File: src/verilog/dec_params.svh
// ########################################
// Sizes of the dual-slot decode stage
// ########################################
`ifndef DEC_PARAMS_SVH
`define DEC_PARAMS_SVH

`default_nettype none

// Decode slots per fetch window
`define DEC_NUM 2

`define DEC_BLOCK (2 * `DEC_NUM)          // Full-width and compressed entry per slot

`define DEC_DEPTH 2                       // Fetch blocks kept in history

`define FETCH_W (16 * (`DEC_NUM + 1))     // Three halfwords

`default_nettype wire

`endif

File: src/verilog/dec_pkg.sv
// ########################################
// Instruction formats and decoded entry
// ########################################
`default_nettype none

package dec_pkg;

    typedef enum logic [2:0] {
        ISA_R = 3'd0,
        ISA_I = 3'd1,
        ISA_S = 3'd2,
        ISA_B = 3'd3,
        ISA_U = 3'd4,
        ISA_J = 3'd5
    } isa_e;

    typedef enum logic [1:0] {
        MEMOP_1B = 2'd0,
        MEMOP_2B = 2'd1,
        MEMOP_4B = 2'd2
    } memsize_e;

    typedef struct packed {
        logic [6:0] funct7;
        logic [4:0] rs2;
        logic [4:0] rs1;
        logic [2:0] funct3;
        logic [4:0] rd;
        logic [6:0] opcode;
    } r_fmt_s;

    typedef struct packed {
        logic [11:0] imm11_0;
        logic [4:0]  rs1;
        logic [2:0]  funct3;
        logic [4:0]  rd;
        logic [6:0]  opcode;
    } i_fmt_s;

    typedef struct packed {
        logic [6:0] imm11_5;              // Also B-type imm 12|10:5
        logic [4:0] rs2;
        logic [4:0] rs1;
        logic [2:0] funct3;
        logic [4:0] imm4_0;               // Also B-type imm 4:1|11
        logic [6:0] opcode;
    } s_fmt_s;

    typedef struct packed {
        logic [19:0] imm31_12;            // Also J-type imm pieces
        logic [4:0]  rd;
        logic [6:0]  opcode;
    } u_fmt_s;

    // One 32-bit word seen through every base format
    typedef union packed {
        r_fmt_s r;
        i_fmt_s i;
        s_fmt_s s;
        u_fmt_s u;
    } instr_u;

    typedef struct packed {
        logic [31:0] pc;                  // Kept first, reset value is all ones
        logic [31:0] instr;
        logic        compressed;
        logic [4:0]  radr1;
        logic [4:0]  radr2;
        logic [4:0]  waddr;
        logic [31:0] imm;
        isa_e        isa;
        logic        memop_load;
        logic        memop_store;
        logic        memop_sign_ext;
        memsize_e    memop_size;
        logic        exception;
        logic        load_fault;
    } dec_entry_s;

endpackage

`default_nettype wire

File: src/verilog/dec_rv.sv
// ########################################
// RV32 full-width decoder, base subset
// ########################################
`default_nettype none

module dec_rv (
    input  logic              i_instr_load_fault,
    input  logic [31:0]       i_instr,
    output logic              o_compressed,
    output logic [4:0]        o_radr1,
    output logic [4:0]        o_radr2,
    output logic [4:0]        o_waddr,
    output logic [31:0]       o_imm,
    output dec_pkg::isa_e     o_isa,
    output logic              o_memop_load,
    output logic              o_memop_store,
    output logic              o_memop_sign_ext,
    output dec_pkg::memsize_e o_memop_size,
    output logic              o_exception,
    output logic              o_load_fault
);

    dec_pkg::instr_u w;
    logic            unknown;

    assign w            = i_instr;
    assign o_compressed = (i_instr[1:0] != 2'b11);
    assign o_load_fault = i_instr_load_fault;
    assign o_exception  = unknown & ~o_compressed;   // C words belong to dec_rvc

    always_comb begin
        o_radr1          = 5'd0;
        o_radr2          = 5'd0;
        o_waddr          = 5'd0;
        o_imm            = 32'd0;
        o_isa            = dec_pkg::ISA_I;
        o_memop_load     = 1'b0;
        o_memop_store    = 1'b0;
        o_memop_sign_ext = 1'b0;
        o_memop_size     = dec_pkg::MEMOP_1B;
        unknown          = 1'b0;
        case (w.r.opcode)
            7'b0110111, 7'b0010111: begin                // LUI, AUIPC
                o_isa   = dec_pkg::ISA_U;
                o_waddr = w.u.rd;
                o_imm   = {w.u.imm31_12, 12'd0};
            end
            7'b1101111: begin                            // JAL
                o_isa   = dec_pkg::ISA_J;
                o_waddr = w.u.rd;
                o_imm   = {{12{w.u.imm31_12[19]}}, w.u.imm31_12[7:0],
                           w.u.imm31_12[8], w.u.imm31_12[18:9], 1'b0};
            end
            7'b1100111: begin                            // JALR
                o_radr1 = w.i.rs1;
                o_waddr = w.i.rd;
                o_imm   = {{20{w.i.imm11_0[11]}}, w.i.imm11_0};
                unknown = (w.i.funct3 != 3'b000);
            end
            7'b1100011: begin                            // Branches
                o_isa   = dec_pkg::ISA_B;
                o_radr1 = w.s.rs1;
                o_radr2 = w.s.rs2;
                o_imm   = {{20{w.s.imm11_5[6]}}, w.s.imm4_0[0], w.s.imm11_5[5:0],
                           w.s.imm4_0[4:1], 1'b0};
                unknown = (w.s.funct3[2:1] == 2'b01);
            end
            7'b0000011: begin                            // Loads
                o_radr1          = w.i.rs1;
                o_waddr          = w.i.rd;
                o_imm            = {{20{w.i.imm11_0[11]}}, w.i.imm11_0};
                o_memop_load     = 1'b1;
                o_memop_sign_ext = ~w.i.funct3[2];
                o_memop_size     = dec_pkg::memsize_e'(w.i.funct3[1:0]);
                unknown          = (w.i.funct3[1:0] == 2'b11) || (w.i.funct3 == 3'b110);
            end
            7'b0100011: begin                            // Stores
                o_isa         = dec_pkg::ISA_S;
                o_radr1       = w.s.rs1;
                o_radr2       = w.s.rs2;
                o_imm         = {{20{w.s.imm11_5[6]}}, w.s.imm11_5, w.s.imm4_0};
                o_memop_store = 1'b1;
                o_memop_size  = dec_pkg::memsize_e'(w.s.funct3[1:0]);
                unknown       = w.s.funct3[2] || (w.s.funct3[1:0] == 2'b11);
            end
            7'b0010011: begin                            // OP-IMM
                o_radr1 = w.i.rs1;
                o_waddr = w.i.rd;
                o_imm   = {{20{w.i.imm11_0[11]}}, w.i.imm11_0};
                if (w.r.funct3 == 3'b001) begin
                    unknown = (w.r.funct7 != 7'd0);
                end else if (w.r.funct3 == 3'b101) begin
                    unknown = (w.r.funct7 != 7'd0) && (w.r.funct7 != 7'b0100000);
                end
            end
            7'b0110011: begin                            // OP
                o_isa   = dec_pkg::ISA_R;
                o_radr1 = w.r.rs1;
                o_radr2 = w.r.rs2;
                o_waddr = w.r.rd;
                if (w.r.funct7 == 7'b0100000) begin
                    unknown = (w.r.funct3 != 3'b000) && (w.r.funct3 != 3'b101);  // SUB, SRA
                end else begin
                    unknown = (w.r.funct7 != 7'd0);
                end
            end
            default: begin
                unknown = 1'b1;
            end
        endcase
    end

endmodule

`default_nettype wire

File: src/verilog/dec_rvc.sv
// ########################################
// RV32C compressed decoder, small subset
// ########################################
`default_nettype none

module dec_rvc (
    input  logic              i_instr_load_fault,
    input  logic [15:0]       i_instr,
    output logic [4:0]        o_radr1,
    output logic [4:0]        o_radr2,
    output logic [4:0]        o_waddr,
    output logic [31:0]       o_imm,
    output dec_pkg::isa_e     o_isa,
    output logic              o_memop_load,
    output logic              o_memop_store,
    output logic              o_memop_sign_ext,
    output dec_pkg::memsize_e o_memop_size,
    output logic              o_exception,
    output logic              o_load_fault
);

    logic [4:0]  rs1_p;
    logic [4:0]  rd_p;
    logic [31:0] imm_ci;
    logic [31:0] imm_lw;
    logic [31:0] imm_cj;

    assign rs1_p  = {2'b01, i_instr[9:7]};      // x8..x15
    assign rd_p   = {2'b01, i_instr[4:2]};
    assign imm_ci = {{27{i_instr[12]}}, i_instr[6:2]};
    assign imm_lw = {25'd0, i_instr[5], i_instr[12:10], i_instr[6], 2'b00};
    assign imm_cj = {{21{i_instr[12]}}, i_instr[8], i_instr[10:9], i_instr[6],
                     i_instr[7], i_instr[2], i_instr[11], i_instr[5:3], 1'b0};

    assign o_load_fault = i_instr_load_fault;

    always_comb begin
        o_radr1          = 5'd0;
        o_radr2          = 5'd0;
        o_waddr          = 5'd0;
        o_imm            = 32'd0;
        o_isa            = dec_pkg::ISA_I;
        o_memop_load     = 1'b0;
        o_memop_store    = 1'b0;
        o_memop_sign_ext = 1'b0;
        o_memop_size     = dec_pkg::MEMOP_1B;
        o_exception      = 1'b0;
        case ({i_instr[15:13], i_instr[1:0]})
            5'b010_00: begin                            // C.LW
                o_radr1          = rs1_p;
                o_waddr          = rd_p;
                o_imm            = imm_lw;
                o_memop_load     = 1'b1;
                o_memop_sign_ext = 1'b1;
                o_memop_size     = dec_pkg::MEMOP_4B;
            end
            5'b110_00: begin                            // C.SW
                o_isa         = dec_pkg::ISA_S;
                o_radr1       = rs1_p;
                o_radr2       = rd_p;
                o_imm         = imm_lw;
                o_memop_store = 1'b1;
                o_memop_size  = dec_pkg::MEMOP_4B;
            end
            5'b000_01: begin                            // C.ADDI
                o_radr1 = i_instr[11:7];
                o_waddr = i_instr[11:7];
                o_imm   = imm_ci;
            end
            5'b010_01: begin                            // C.LI, addi rd,x0,imm
                o_waddr = i_instr[11:7];
                o_imm   = imm_ci;
            end
            5'b101_01: begin                            // C.J, jal x0
                o_isa = dec_pkg::ISA_J;
                o_imm = imm_cj;
            end
            5'b100_10: begin                            // C.MV or C.ADD
                o_isa       = dec_pkg::ISA_R;
                o_radr1     = i_instr[12] ? i_instr[11:7] : 5'd0;
                o_radr2     = i_instr[6:2];
                o_waddr     = i_instr[11:7];
                o_exception = (i_instr[6:2] == 5'd0);  // JR, JALR, EBREAK not supported
            end
            default: begin
                o_exception = 1'b1;
            end
        endcase
    end

endmodule

`default_nettype wire

File: src/verilog/dec_history.sv
// ########################################
// Decoded block history, pc lookup
// ########################################
`include "dec_params.svh"
`default_nettype none

module dec_history (
    input  logic               i_clk,
    input  logic               i_nrst,
    input  logic               i_flush_pipeline,
    input  dec_pkg::dec_entry_s i_new [`DEC_BLOCK],
    input  logic [31:0]        i_f_pc,
    input  logic [31:0]        i_e_npc,
    output logic               o_valid,
    output logic [31:0]        o_pc,
    output logic [31:0]        o_instr,
    output logic               o_compressed,
    output logic [4:0]         o_radr1,
    output logic [4:0]         o_radr2,
    output logic [4:0]         o_waddr,
    output logic [31:0]        o_imm,
    output dec_pkg::isa_e      o_isa_type,
    output logic               o_memop_load,
    output logic               o_memop_store,
    output logic               o_memop_sign_ext,
    output dec_pkg::memsize_e  o_memop_size,
    output logic               o_exception,
    output logic               o_instr_load_fault
);

    // Odd pc never requested, flags all clear
    localparam dec_pkg::dec_entry_s CLEARED = dec_pkg::dec_entry_s'(
        {32'hFFFF_FFFF, {($bits(dec_pkg::dec_entry_s) - 32){1'b0}}});

    dec_pkg::dec_entry_s hist [`DEC_DEPTH][`DEC_BLOCK];  // Block 0 is newest
    dec_pkg::dec_entry_s blk [`DEC_DEPTH + 1][`DEC_BLOCK];
    dec_pkg::dec_entry_s sel;
    logic                shift_ena;

    assign shift_ena = (i_f_pc != hist[0][0].pc);

    always_ff @(posedge i_clk or negedge i_nrst) begin
        if (!i_nrst) begin
            for (int b = 0; b < `DEC_DEPTH; b++) begin
                for (int e = 0; e < `DEC_BLOCK; e++) begin
                    hist[b][e] <= CLEARED;
                end
            end
        end else if (i_flush_pipeline) begin
            for (int b = 0; b < `DEC_DEPTH; b++) begin
                for (int e = 0; e < `DEC_BLOCK; e++) begin
                    hist[b][e] <= CLEARED;
                end
            end
        end else if (shift_ena) begin
            hist[0] <= i_new;                          // Live block enters history
            for (int b = 1; b < `DEC_DEPTH; b++) begin
                hist[b] <= hist[b - 1];
            end
        end
    end

    // Oldest searched first so that a newer match overrides it
    always_comb begin
        blk[0] = i_new;
        for (int b = 0; b < `DEC_DEPTH; b++) begin
            blk[b + 1] = hist[b];
        end
        sel     = CLEARED;
        o_valid = 1'b0;
        for (int b = `DEC_DEPTH; b >= 0; b--) begin
            for (int s = 0; s < `DEC_NUM; s++) begin
                if (blk[b][2 * s].pc == i_e_npc) begin
                    o_valid = 1'b1;
                    sel     = blk[b][2 * s].compressed ? blk[b][2 * s + 1] : blk[b][2 * s];
                end
            end
        end
    end

    assign o_pc               = sel.pc;
    assign o_instr            = sel.instr;
    assign o_compressed       = sel.compressed;
    assign o_radr1            = sel.radr1;
    assign o_radr2            = sel.radr2;
    assign o_waddr            = sel.waddr;
    assign o_imm              = sel.imm;
    assign o_isa_type         = sel.isa;
    assign o_memop_load       = sel.memop_load;
    assign o_memop_store      = sel.memop_store;
    assign o_memop_sign_ext   = sel.memop_sign_ext;
    assign o_memop_size       = sel.memop_size;
    assign o_exception        = sel.exception;
    assign o_instr_load_fault = sel.load_fault;

endmodule

`default_nettype wire

File: src/verilog/instr_decoder.sv
// ########################################
// Dual-slot decode stage, top level
// ########################################
`include "dec_params.svh"
`default_nettype none

module instr_decoder (
    input  logic                i_clk,
    input  logic                i_nrst,
    input  logic [31:0]         i_f_pc,
    input  logic [`FETCH_W-1:0] i_f_instr,
    input  logic                i_instr_load_fault,
    input  logic [31:0]         i_e_npc,
    input  logic                i_flush_pipeline,
    output logic                o_valid,
    output logic [31:0]         o_pc,
    output logic [31:0]         o_instr,
    output logic                o_compressed,
    output logic [4:0]          o_radr1,
    output logic [4:0]          o_radr2,
    output logic [4:0]          o_waddr,
    output logic [31:0]         o_imm,
    output dec_pkg::isa_e       o_isa_type,
    output logic                o_memop_load,
    output logic                o_memop_store,
    output logic                o_memop_sign_ext,
    output dec_pkg::memsize_e   o_memop_size,
    output logic                o_exception,
    output logic                o_instr_load_fault
);

    wire dec_pkg::dec_entry_s wd [`DEC_BLOCK];   // Entry 2s full-width, 2s+1 compressed

    for (genvar s = 0; s < `DEC_NUM; s++) begin : g_slot
        logic [31:0] slot_pc;
        logic [31:0] slot_instr;

        assign slot_pc    = i_f_pc + 32'(2 * s);
        assign slot_instr = i_f_instr[16 * s +: 32];

        assign wd[2 * s].pc         = slot_pc;
        assign wd[2 * s].instr      = slot_instr;
        assign wd[2 * s + 1].pc     = slot_pc;
        assign wd[2 * s + 1].instr  = slot_instr;
        assign wd[2 * s + 1].compressed = 1'b1;

        dec_rv u_rv (
            .i_instr_load_fault(i_instr_load_fault),
            .i_instr(slot_instr),
            .o_compressed(wd[2 * s].compressed),
            .o_radr1(wd[2 * s].radr1),
            .o_radr2(wd[2 * s].radr2),
            .o_waddr(wd[2 * s].waddr),
            .o_imm(wd[2 * s].imm),
            .o_isa(wd[2 * s].isa),
            .o_memop_load(wd[2 * s].memop_load),
            .o_memop_store(wd[2 * s].memop_store),
            .o_memop_sign_ext(wd[2 * s].memop_sign_ext),
            .o_memop_size(wd[2 * s].memop_size),
            .o_exception(wd[2 * s].exception),
            .o_load_fault(wd[2 * s].load_fault)
        );

        dec_rvc u_rvc (
            .i_instr_load_fault(i_instr_load_fault),
            .i_instr(slot_instr[15:0]),
            .o_radr1(wd[2 * s + 1].radr1),
            .o_radr2(wd[2 * s + 1].radr2),
            .o_waddr(wd[2 * s + 1].waddr),
            .o_imm(wd[2 * s + 1].imm),
            .o_isa(wd[2 * s + 1].isa),
            .o_memop_load(wd[2 * s + 1].memop_load),
            .o_memop_store(wd[2 * s + 1].memop_store),
            .o_memop_sign_ext(wd[2 * s + 1].memop_sign_ext),
            .o_memop_size(wd[2 * s + 1].memop_size),
            .o_exception(wd[2 * s + 1].exception),
            .o_load_fault(wd[2 * s + 1].load_fault)
        );
    end

    dec_history u_history (
        .i_clk(i_clk),
        .i_nrst(i_nrst),
        .i_flush_pipeline(i_flush_pipeline),
        .i_new(wd),
        .i_f_pc(i_f_pc),
        .i_e_npc(i_e_npc),
        .o_valid(o_valid),
        .o_pc(o_pc),
        .o_instr(o_instr),
        .o_compressed(o_compressed),
        .o_radr1(o_radr1),
        .o_radr2(o_radr2),
        .o_waddr(o_waddr),
        .o_imm(o_imm),
        .o_isa_type(o_isa_type),
        .o_memop_load(o_memop_load),
        .o_memop_store(o_memop_store),
        .o_memop_sign_ext(o_memop_sign_ext),
        .o_memop_size(o_memop_size),
        .o_exception(o_exception),
        .o_instr_load_fault(o_instr_load_fault)
    );

endmodule

`default_nettype wire

File: config.mk
export PLATFORM = sky130hd
export DESIGN_NAME = instr_decoder
export DESIGN_NICKNAME = d
export VERILOG_FILES = /design/src/verilog/dec_pkg.sv /design/src/verilog/dec_rv.sv /design/src/verilog/dec_rvc.sv /design/src/verilog/dec_history.sv /design/src/verilog/instr_decoder.sv
export VERILOG_INCLUDE_DIRS = /design/src /design/src/verilog
export SDC_FILE = /design/constraint.sdc
export NUM_CORES = 2
export LEC_CHECK = 0
export BUFFER_PORTS_ARGS = -buffer_cell sky130_fd_sc_hd__buf_2
export CAP_MARGIN = 20
export CORE_ASPECT_RATIO = 0.6
export CORE_MARGIN = 3
export CORE_UTILIZATION = 45
export CTS_CLUSTER_SIZE = 14
export DETAILED_ROUTE_END_ITERATION = 8
export SLEW_MARGIN = 20
export SYNTH_ARGS = -nofsm -noshare
export SYNTH_HDL_FRONTEND = slang
export SYNTH_SLANG_ARGS = --single-unit
File: constraint.sdc
create_clock -name i_clk -period 3.47 [get_ports i_clk]
set_clock_uncertainty 0.05 [all_clocks]
set_input_delay 0.1735 -clock i_clk [delete_from_list [all_inputs] [get_ports i_clk]]
set_output_delay 0.1735 -clock i_clk [all_outputs]
set_load 0.01 [all_outputs]
==> impl_metrics.yaml <==
floorplan:
  die_y_um: 228
  initial_core_util: 0.459
  die_area_um2: 85600
  core_area_um2: 80400
  std_cell_rows: 80
  pin_count: 239
  die_x_um: 376
global_route:
  antenna_found_initial: 11
  grt_pass1_wl_mm: 279
  grt_usage: 0.448
  grt.overflow.total: 0
  grt_start_max_net_pins: 210
  grt_pass1_vias: 36833
placement:
  hpwl_mm: 143
  dp.cells: 6126
  dp_slack_ns: -0.593
  gp_congestion: 1.06
  place_area_um2: 43600
  io_buffers: 238
timing:
  hold_viol: 0
  timing.final.crit_share: 1.21
  setup_viol: 123
  slew_headroom: 0.336
  slew_viol_final: 0
  clock.fmax_mhz: 239
  layout_setup_ws_ns: -0.717
  tightest_slew_ns: 0.986
  min_period_ns: 4.19
  rsz0062_at_grt: "true"
routing:
  dr.pass1.iters: 6
  drcViolationCount: 0
  ant_nets: 0
  met1Wirelength_mm: 87.4
  wl_met3_mm: 38.1
  wl_mm: 200
  vias: 40764
  initialDrtViolationCount: 6491
  routed.top_layer: "met5"
  via_per_inst: 6.36
  wire_per_inst_um: 31.3
  met2WireLength_mm: 69.4
setup_path:
  worstSetupPathType: "reg2out"
  cp-start-kind: "flip-flop"
  reg2reg_from: "u_history.blk[826]"
  rrSetupSlack_ns: 0.18
  critPathCaptureType: "primary output"
  crit_start: "u_history.blk[337]"
  cpMaxStageDelayCell: "dfstp_2"
  path_cells: "xnor2_1, buf_4, nand4_1, nor4_2, buf_4, nand2_8, a21oi_4, buf_12, buf_12, buf_6, o21ai_4, a221oi_2, buf_4, nor3_2, a31oi_2, buf_4"
  path_delay_family: "buffers and inverters"
  crit_fanout: 7
  required_ns: 3.25
  slowest_delay_ns: 0.54
  crit_top_cell: "buf_4"
  arrival_ns: 3.96
  worst-path-buf-inv: 7
power_and_ir_drop:
  p_comb_frac: 0.148
  power.leakage_nw: 21.4
  vdd_drop_max_uv: 424
  swShare: 0.294
  p_int_w: 0.0116
  p_switching_w: 0.00486
  seq_power_share: 0.441
  pwr-share-clk: 0.411
  power_density_nw_per_um2: 322
cts:
  insertion_delay_ns: 0.66
  cts.clk_slew.worst_paths_ns: 0.07
  cts_buffers: 58
  cts_buffer_depth: 3
  htreeDepth: 2
  cts-root-buf: "clkbuf_16"
  cts.sinks: 586
  cts_tree: "yes"
final_layout:
  fin_util: 0.637
  stdcell_count: 6406
  nets: 5406
  largest_reg_flops: 586
  syn_to_final_growth_pct: 38.8
  design_area_um2: 51200
  fill_cells: 6889
  layout-drive-gt1-share: 0.329
logic_synthesis:
  yosysTopAreaCell: "dfrtp_1"
  synth_top_cell_area_share: 0.312
  synth.distinct_cells: 82
  netlist_instances: 4597
  syn_area_um2: 36900
  synth.top_cells.by_area: "dfrtp_1 31%, dfstp_2 9.0%, nand2_1 8.5%"
  dominantRegCellSynth: "dfrtp_1"
  synth_edf_count: 0
  seq_area_frac_synth: 0.402
  synth_area_per_cell_um2: 8.02
  syn-num-nets: 4714
  ys_async_sr_fraction: 1.00
  yosysWarningCount: 0
  ys_ff_latch: 586
min_path:
  hp-class: "in2async"
job:
  maxCapViolations: 0
run_status:
  status: "complete, but fails checks"
  violations: "setup timing"
## stage by stage
stage / hold WS, ns / TNS (ns) / total power [W]
4_1_cts: 0.00373 / -48.95 / 0.0163
3_5_place_dp: 0.166 / -53.11 / 0.00954
5_1_grt: -0.0000177 / -75.88 / 0.0168
3_3_place_gp: 0.166 / -43.79 / 0.00955
2_1_floorplan: -0.172 / 0 / 0.00817
6_report: 0.00777 / -68.62 / 0.0165
## final cells by class
cell class	instances	area (um2)	share of cell area
Multi-Input combinational cell	3514	23000	0.450
Sequential cell	586	14800	0.290
Timing Repair Buffer	1079	9850	0.192
Clock buffer	89	1740	0.0340
Tap cell	1066	1330	0.0260
Clock inverter	18	220	0.00430
Inverter	50	200	0.00391
Antenna cell	4	10.0	0.000195
## cell families after synthesis
kind of cell,after synthesis,share of synthesized area
adders and majority gates,1,0.000339
xor gates and xnor gates,205,0.0487
DFF,586,0.402
and+or+nand+nor,1853,0.236
buffers and inverters,497,0.0526
AOI/OAI and AO/OA,1314,0.222
muxes,141,0.0392
## worst reg2reg max path, cell delays in order, from the launching register on
cell and delay [ns]:
dfstp_2 0.63, buf_4 0.16, xor2_1 0.19, nor4_1 0.56, nand3_1 0.26, nor3_2 0.24
buf_4 0.41, buf_12 0.43, nand2_1 0.15, o21ai_0 0.13
## repair_timing
action / 4_1_cts / 5_1_grt
endpoints found under the setup margin: 123 / 123
cloned: 20 / 5
hold endpoints to repair: 160 / 0
hold buffers: 42 / 0
resized for setup: 534 / 252
pin swaps: 220 / 181
buffers inserted: 77 / 62
## layer usage
metal | GRT usage | vias up
met4 | 0.0937 | 6
li1 | - | 17454
met5 | 0.00943 | -
met1 | 0.687 | 19814
met3 | 0.260 | 406
met2 | 0.517 | 3084
## layout by cell type, fill, tap and decap left out, types with 36 or more instances in the layout
master           n
nand2_1        789
buf_4          594
o21ai_0        480
dfrtp_1        456
nand2b_1       320
nor2_1         309
buf_2          214
a21oi_1        186
xnor2_1        128
dfstp_2        126
o31ai_1        122
mux2i_1        111
buf_12          99
buf_6           86
clkbuf_16       65
xor2_1          55
nand4_1         54
nor3_1          51
a21oi_2         49
inv_1           48
or2_2           45
nand3_1         43
dlygate4sd3_1   42
a211oi_2        36
## power groups by stage
stage,Sequential (W),Combinational [W],Clock (W)
5_1_grt,0.00728,0.00249,0.00706
3_5_place_dp,0.00736,0.00218,0
6_report,0.00728,0.00245,0.00678
3_3_place_gp,0.00736,0.00219,0
2_1_floorplan,0.00729,0.000876,0
4_1_cts,0.00725,0.00227,0.00676
## synth_stat cells (all sizes together) (16+ instances only)
cell	n
nand3	56
a22oi	61
xnor2	145
nand2b	320
o21ai	515
inv	50
nor2	323
a21oi	240
a21o	24
nand4	56
nor4	38
o211ai	30
buf	53
clkbuf	394
a2111oi	21
nor3	65
o31ai	122
dfstp	126
a211oi	61
xor2	60
a311oi	38
nor2b	21
o32a	21
o22ai	42
or3	16
mux2i	114
nand2	835
a22o	26
dfrtp	460
and3	20
mux2	27
a31oi	26
and2	17
or2	45
## final timing paths
kind / to / cells after the start
worst min register to register: u_history.blk[172] / 2
max in group asynchronous: u_history.blk[825] / 4
worst max register to register: u_history.blk[230] / 9
min in group i_clk: u_history.blk[842] / 3
worst max-delay path: o_imm[10] / 16
worst min-delay path: u_history.blk[288] / 2
No activity file was read; power rests on OpenSTA's default activity.
